==> src/include/di_cfg.svh <==
// Decode-issue configuration
// Pipe count, sequence-number width and per-pipe operation masks

`ifndef DI_CFG_SVH
`define DI_CFG_SVH

// Number of execute pipes behind the issue stage
`define DI_NUM_PIPES 2

// Width of the fetch sequence number
`define DI_SEQ_BITS 5

// Operation masks, one bit per uop
// Bit 0 ADD, bit 1 ADDI, bit 2 MUL
`define DI_PIPE0_OPS 3'b011
`define DI_PIPE1_OPS 3'b111

`endif

==> src/logic/di_pkg.sv <==
// Decode-issue types
// Micro-op encoding and the messages passed between fetch, decode and the pipes

`include "di_cfg.svh"

package di_pkg;

  // Micro-ops, value doubles as the bit index into a pipe mask
  typedef enum logic [1:0] {
    OP_ADD     = 2'd0,
    OP_ADDI    = 2'd1,
    OP_MUL     = 2'd2,
    OP_ILLEGAL = 2'd3
  } uop_e;

  typedef logic [2:0] op_mask_t;

  typedef logic [`DI_SEQ_BITS-1:0] seq_num_t;

  // Fetch to decode
  typedef struct packed {
    logic [31:0] inst;
    logic [31:0] pc;
    seq_num_t    seq_num;
  } f_msg_t;

  // Instruction held in the D register, after decode
  typedef struct packed {
    logic [31:0] pc;
    seq_num_t    seq_num;
    logic [4:0]  rs1;
    logic [4:0]  rs2;
    logic        rs2_en;
    logic [4:0]  rd;
    logic [31:0] imm;
    uop_e        uop;
  } decoded_t;

  // Decode to execute pipe
  typedef struct packed {
    logic [31:0] pc;
    seq_num_t    seq_num;
    logic [31:0] op1;
    logic [31:0] op2;
    logic [4:0]  waddr;
    uop_e        uop;
  } x_msg_t;

  // Completion strobe from the pipes
  typedef struct packed {
    seq_num_t    seq_num;
    logic [4:0]  waddr;
    logic [31:0] wdata;
    logic        wen;
  } complete_t;

endpackage

==> src/logic/decode_issue_unit.sv <==
// Decode-issue unit
// In-order decode and issue of ADD, ADDI and MUL to several execute pipes

`timescale 1ns/100ps

`include "di_cfg.svh"

module decode_issue_unit
  import di_pkg::*;
(
  input  logic                       clk,
  input  logic                       rst,

  // Fetch side
  input  logic                       f_val,
  input  f_msg_t                     f_msg,
  output logic                       f_rdy,

  // Execute pipes
  output logic [`DI_NUM_PIPES-1:0]   x_val,
  output x_msg_t [`DI_NUM_PIPES-1:0] x_msg,
  input  logic [`DI_NUM_PIPES-1:0]   x_rdy,

  // Completion strobe
  input  logic                       complete_val,
  input  complete_t                  complete_msg
);

  logic        d_val;
  decoded_t    d_inst;
  logic [31:0] op1;
  logic [31:0] op2;
  logic        hazard;
  logic        issue;
  logic        d_release;

  decode_reg u_decode_reg (
    .clk       (clk),
    .rst       (rst),
    .f_val     (f_val),
    .f_msg     (f_msg),
    .f_rdy     (f_rdy),
    .d_release (d_release),
    .d_val     (d_val),
    .d_inst    (d_inst)
  );

  operand_file u_operand_file (
    .clk          (clk),
    .rst          (rst),
    .d_inst       (d_inst),
    .issue        (issue),
    .complete_val (complete_val),
    .complete_msg (complete_msg),
    .op1          (op1),
    .op2          (op2),
    .hazard       (hazard)
  );

  issue_router u_issue_router (
    .d_val     (d_val),
    .d_inst    (d_inst),
    .op1       (op1),
    .op2       (op2),
    .hazard    (hazard),
    .x_rdy     (x_rdy),
    .x_val     (x_val),
    .x_msg     (x_msg),
    .issue     (issue),
    .d_release (d_release)
  );

endmodule

==> src/logic/decode_reg.sv <==
// D register and instruction decoder
// Holds one fetched instruction and decodes ADD, ADDI and MUL from it

`timescale 1ns/100ps

module decode_reg
  import di_pkg::*;
(
  input  logic     clk,
  input  logic     rst,

  input  logic     f_val,
  input  f_msg_t   f_msg,
  output logic     f_rdy,

  input  logic     d_release,

  output logic     d_val,
  output decoded_t d_inst
);

  // --------------------------------------------------------------------------
  // Encodings
  // --------------------------------------------------------------------------

  localparam logic [6:0] OPC_OP     = 7'b0110011;
  localparam logic [6:0] OPC_OP_IMM = 7'b0010011;
  localparam logic [2:0] F3_ADD     = 3'b000;
  localparam logic [6:0] F7_BASE    = 7'b0000000;
  localparam logic [6:0] F7_MULDIV  = 7'b0000001;

  // --------------------------------------------------------------------------
  // D register
  // --------------------------------------------------------------------------

  f_msg_t d_msg;
  logic   f_xfer;

  // Free slot, or the held instruction leaves this cycle
  assign f_rdy  = !d_val || d_release;
  assign f_xfer = f_val && f_rdy;

  always_ff @(posedge clk) begin
    if (rst) begin
      d_val <= 1'b0;
    end else if (f_xfer) begin
      d_val <= 1'b1;
    end else if (d_release) begin
      d_val <= 1'b0;
    end
  end

  // Payload only, qualified by d_val
  always_ff @(posedge clk) begin
    if (f_xfer) begin
      d_msg <= f_msg;
    end
  end

  // --------------------------------------------------------------------------
  // Decoder
  // --------------------------------------------------------------------------

  logic [6:0] opcode;
  logic [2:0] funct3;
  logic [6:0] funct7;

  assign opcode = d_msg.inst[6:0];
  assign funct3 = d_msg.inst[14:12];
  assign funct7 = d_msg.inst[31:25];

  always_comb begin
    d_inst.pc      = d_msg.pc;
    d_inst.seq_num = d_msg.seq_num;
    d_inst.rs1     = d_msg.inst[19:15];
    d_inst.rs2     = d_msg.inst[24:20];
    d_inst.rd      = d_msg.inst[11:7];
    // I-type immediate, sign-extended
    d_inst.imm     = {{20{d_msg.inst[31]}}, d_msg.inst[31:20]};
    d_inst.rs2_en  = 1'b0;
    d_inst.uop     = OP_ILLEGAL;

    if (opcode == OPC_OP && funct3 == F3_ADD) begin
      if (funct7 == F7_BASE) begin
        d_inst.uop    = OP_ADD;
        d_inst.rs2_en = 1'b1;
      end else if (funct7 == F7_MULDIV) begin
        d_inst.uop    = OP_MUL;
        d_inst.rs2_en = 1'b1;
      end
    end else if (opcode == OPC_OP_IMM && funct3 == F3_ADD) begin
      d_inst.uop = OP_ADDI;
    end
  end

endmodule

==> src/logic/issue_router.sv <==
// Issue router
// Picks the lowest-numbered capable and ready pipe, drives its val and message

`timescale 1ns/100ps

`include "di_cfg.svh"

module issue_router
  import di_pkg::*;
(
  input  logic                             d_val,
  input  decoded_t                         d_inst,
  input  logic [31:0]                      op1,
  input  logic [31:0]                      op2,
  input  logic                             hazard,

  input  logic [`DI_NUM_PIPES-1:0]         x_rdy,
  output logic [`DI_NUM_PIPES-1:0]         x_val,
  output x_msg_t [`DI_NUM_PIPES-1:0]       x_msg,

  output logic                             issue,
  output logic                             d_release
);

  // Pipe capabilities, pipe 0 in the low slot
  localparam op_mask_t [`DI_NUM_PIPES-1:0] PIPE_OPS = {`DI_PIPE1_OPS, `DI_PIPE0_OPS};

  op_mask_t                 uop_bit;
  logic [`DI_NUM_PIPES-1:0] capable;
  logic [`DI_NUM_PIPES-1:0] sel;
  logic                     can_issue;
  x_msg_t                   msg;

  // Illegal shifts out of the mask and matches no pipe
  assign uop_bit   = op_mask_t'(3'b001 << d_inst.uop);
  assign can_issue = d_val && !hazard;

  // --------------------------------------------------------------------------
  // Pipe selection
  // --------------------------------------------------------------------------

  always_comb begin
    logic found;
    found = 1'b0;
    sel   = '0;
    for (int i = 0; i < `DI_NUM_PIPES; i++) begin
      capable[i] = |(PIPE_OPS[i] & uop_bit);
      if (!found && capable[i] && x_rdy[i]) begin
        sel[i] = 1'b1;
        found  = 1'b1;
      end
    end
  end

  assign x_val     = can_issue ? sel : '0;
  assign issue     = |x_val;
  assign d_release = issue || (d_val && d_inst.uop == OP_ILLEGAL);

  // --------------------------------------------------------------------------
  // Issue message, same for every pipe
  // --------------------------------------------------------------------------

  always_comb begin
    msg.pc      = d_inst.pc;
    msg.seq_num = d_inst.seq_num;
    msg.op1     = op1;
    msg.op2     = op2;
    msg.waddr   = d_inst.rd;
    msg.uop     = d_inst.uop;
  end

  always_comb begin
    for (int i = 0; i < `DI_NUM_PIPES; i++) begin
      x_msg[i] = msg;
    end
  end

endmodule

==> src/logic/operand_file.sv <==
// Operand file
// 32-entry register file with pending bits, hazard check and completion write

`timescale 1ns/100ps

module operand_file
  import di_pkg::*;
(
  input  logic        clk,
  input  logic        rst,

  input  decoded_t    d_inst,
  input  logic        issue,

  input  logic        complete_val,
  input  complete_t   complete_msg,

  output logic [31:0] op1,
  output logic [31:0] op2,
  output logic        hazard
);

  logic [31:0] regs [32];
  logic [31:0] pending;

  logic        wr_en;

  // x0 is never written, so it keeps its reset value of zero
  assign wr_en = complete_val && complete_msg.wen && (complete_msg.waddr != 5'd0);

  // --------------------------------------------------------------------------
  // Register file
  // --------------------------------------------------------------------------

  always_ff @(posedge clk) begin
    if (rst) begin
      for (int i = 0; i < 32; i++) begin
        regs[i] <= '0;
      end
    end else if (wr_en) begin
      regs[complete_msg.waddr] <= complete_msg.wdata;
    end
  end

  // --------------------------------------------------------------------------
  // Pending bits
  // --------------------------------------------------------------------------

  always_ff @(posedge clk) begin
    if (rst) begin
      pending <= '0;
    end else begin
      if (complete_val) begin
        pending[complete_msg.waddr] <= 1'b0;
      end
      // An issuing rd cannot be pending, so the set never races a clear
      if (issue && d_inst.rd != 5'd0) begin
        pending[d_inst.rd] <= 1'b1;
      end
    end
  end

  // --------------------------------------------------------------------------
  // Operand read and hazard check
  // --------------------------------------------------------------------------

  assign op1 = regs[d_inst.rs1];
  assign op2 = d_inst.rs2_en ? regs[d_inst.rs2] : d_inst.imm;

  // RAW on either source, WAW on the destination
  assign hazard = pending[d_inst.rs1]
                | (d_inst.rs2_en && pending[d_inst.rs2])
                | pending[d_inst.rd];

endmodule

==> config.mk <==
export PLATFORM = sky130hd
export DESIGN_NAME = decode_issue_unit
export DESIGN_NICKNAME = d
export VERILOG_FILES = /design/src/logic/di_pkg.sv /design/src/logic/decode_issue_unit.sv /design/src/logic/decode_reg.sv /design/src/logic/issue_router.sv /design/src/logic/operand_file.sv
export VERILOG_INCLUDE_DIRS = /design/src /design/src/include
export SDC_FILE = /design/constraint.sdc
export NUM_CORES = 2
export LEC_CHECK = 0
export BUFFER_PORTS_ARGS = -buffer_cell sky130_fd_sc_hd__buf_2
export CORE_MARGIN = 2
export CORE_UTILIZATION = 50
export CTS_CLUSTER_SIZE = 25
export DETAILED_ROUTE_END_ITERATION = 12
export PLACE_DENSITY = 0.67
export SYNTH_ARGS = -nofsm -noshare
export SYNTH_HDL_FRONTEND = slang
export SYNTH_SLANG_ARGS = --single-unit
==> constraint.sdc <==
create_clock -name clk -period 10 [get_ports clk]
set_clock_uncertainty 0.05 [all_clocks]
set_input_delay 0 -clock clk [delete_from_list [all_inputs] [get_ports clk]]
set_output_delay 0 -clock clk [all_outputs]
set_load 0.05 [all_outputs]
==> results.cfg <==
[worst_setup_path]
crit_required_ns = 9.95
critical-path-max-stage-delay_ns = 0.94
crit_chain = buf_4, buf_4, mux4_2, mux4_2, mux2i_1, o21bai_1, buf_2
path_class = register to output port
startpoint_type = register
worst_path_max_delay_cell = dfxtp_4
arrival_ns = 5.02
timing.rr.start = u_decode_reg.d_inst[34]
crit_path_end_kind = output port
cp_max_fo = 40
cp_num_buf_inv = 3
crit_family = multiplexers

[synth]
synth_area_leaders = edfxtp_1, mux4_2, and2_1, clkbuf_1, buf_4
syn_area_sq_um = 60200
synth_top_area_cell = edfxtp_1
yosysWarningCount = 0
yosysSeqAreaShare = 0.559
synthArstFlopShare = 0
yosysUniqueCellTypes = 47
synth.avg_cell_area_sq_um = 16.1
synth_top_family_by_area = multiplexers
ys.flop_type = edfxtp_1
synthXorXnorAreaFrac = 0
ys_seq_elements = 1136
synthMuxAreaShare = 0.261
netlist_instances = 3750
yosysTopAreaCellShare = 0.545
synth_fa_ha_area_frac = 0
synth-simple-area-share = 0.122
synth_edf_count = 1093
synth_compound_area_frac = 0.0155

[sta]
final_max_slew_viol_count = 0
final-hold-violation-count = 0
period_share = 0.507
setup_tns_ns = 0
max_freq_mhz = 197
worstMarginPinSlew_ns = 1.15
rsz0062_at_grt = false
maxSlewHeadroom = 0.234
post-route-min-period_ns = 5.07
setup_violations = 0

[cells_and_area]
final_area_sq_um = 67900
post-route-util = 0.568
fin_nets = 4092
fillCellCount = 9075
drive_gt1_frac = 0.331
area_growth_syn_to_layout_pct = 12.8

[route]
detailroute.via_count = 36900
drt_iter0_markers = 5296
avgViaCountPerCell = 6.49
ant_nets = 0
wl_per_cell_um = 34.2
wirelength_um = 195000
post-route-drc-count = 0
firstDrtPassIters = 5

[die]
die_width_um = 351
ios = 337
initial_core_util = 0.503
rows = 127
die-height_um = 351
dieArea_sq_um = 123000
core_area_sq_um = 120000

[run_status]
status = complete, no violations

[flow_run]
maxCapViolCount = 0

[clocking]
numCtsBuffers = 118
cts_resized = 0
worstSkewPairLatency_ns = 0.72
cts.sinks = 1136
cts_tree = done
root_buffer = clkbuf_16
clk_path_buf_depth = 3
h-tree-depth = 3
cts.clk_slew.worst_paths_ns = 0.06

[global_routing]
grt_max_degree = 109
grt_pass1_vias = 36400
grtUsageTotal = 0.317
antenna_found_initial = 19
grt_pass1_wl_um = 271000
grt_remaining_overflow = 0

[placed_design]
gp_congestion = 0.838
dp_hpwl_um = 106000
portBuffers = 331
place_area_sq_um = 62400

[min_path]
hold_class = primary input to register
worstHoldStart = f_msg[37]

[power]
power.leakage_nw = 23.2
power.total_mw = 11.9
vdd_drop_max_mv = 0.171
power-per-cell-area_nw_per_um2 = 175
## synthesized netlist by cell type, types with 8 or more instances
cell      number
o21bai_1      26
a21oi_1       10
nand3_1       20
mux4_2       660
mux2_2        34
mux2i_1       45
or2_2         34
dfxtp_1       43
and2_1      1004
clkbuf_1     305
edfxtp_1    1093
o31ai_1       31
nand2_1       37
nor2b_1       42
buf_1         65
buf_4        152
o211ai_1      10
o21ai_0       36
buf_2          8
nor2_1        39
## power breakdown
group	switching, mW	internal, mW
clock network	1.89	2.38
registers	0.178	5.46
logic	1.16	0.798
total	3.22	8.64
## routing by layer
metal / global-route usage / routed length (um)
met2: 0.507 / 94100
met5: 0 / 83
met4: 0.128 / 8070
met1: 0.435 / 71800
met3: 0.0538 / 20600
## worst paths after layout
kind	to	slack, ns	depth (start not counted)
min	u_decode_reg.d_msg[37]	0.04	2
max	x_msg[134]	4.93	7
min reg2reg	u_operand_file.pending[3]	0.49	2
max reg2reg	u_decode_reg.d_inst[64]	5.33	7
## placed cells by master (no fill, tap or decap), types with 10 or more instances in the layout
master         count
nand2_1           37
clkinv_2          15
buf_2            330
nor2_1            11
o21bai_1          26
a21oi_1           10
or2_2             34
clkbuf_16        119
mux2i_1           45
o211ai_1          10
dfxtp_1           33
edfxtp_1        1093
o31ai_1           31
conb_1            32
clkinv_1          32
clkbuf_1          32
and2_1          1004
dlygate4sd3_1    181
nand3_1           20
mux4_2           660
mux2_2            34
nor2_4            28
o21ai_0           36
buf_4             88
nor2b_1           41
## registers in the layout, indices dropped and copies added (netlist names), named ones only
signal,count
u_decode_reg.d_msg,10
u_decode_reg.d_val,1
u_operand_file.regs,1024
u_operand_file.pending,32
u_decode_reg.d_inst,59
## cell type report
type,instances,area [sq um],share of cell area
inverter,7,26.3,0.000387
sequential,1136,33700,0.496
multi-input combinational,2108,24300,0.358
clock buffer,151,3100,0.0456
antenna,7,17.5,0.000258
timing repair buffer,603,4200,0.0619
tap,1612,2020,0.0297
clock inverter,66,563,0.00829
## per-stage QoR
step	worst slack (ns)	cells	hold slack, ns
6_report	4.93	5690	0.0431
4_1_cts	4.85	5683	0.00381
2_1_floorplan	3.86	3781	0.0489
3_5_place_dp	5.36	5285	0.128
3_3_place_gp	5.43	5285	0.127
5_1_grt	4.70	5685	0.0329
## cells by family after synthesis
logic type,Yosys count
flip-flops,1136
AO/OA/AOI/OAI,134
multiplexers,739
other,1
AND/OR/NAND/NOR,1203
buffers and inverters,537
## repair_timing
action                     CTS  global route
hold buffers               181             0
buffers inserted             0             0
hold endpoints to repair  1125             0
Note: power is estimated with default switching activity, not from simulation.
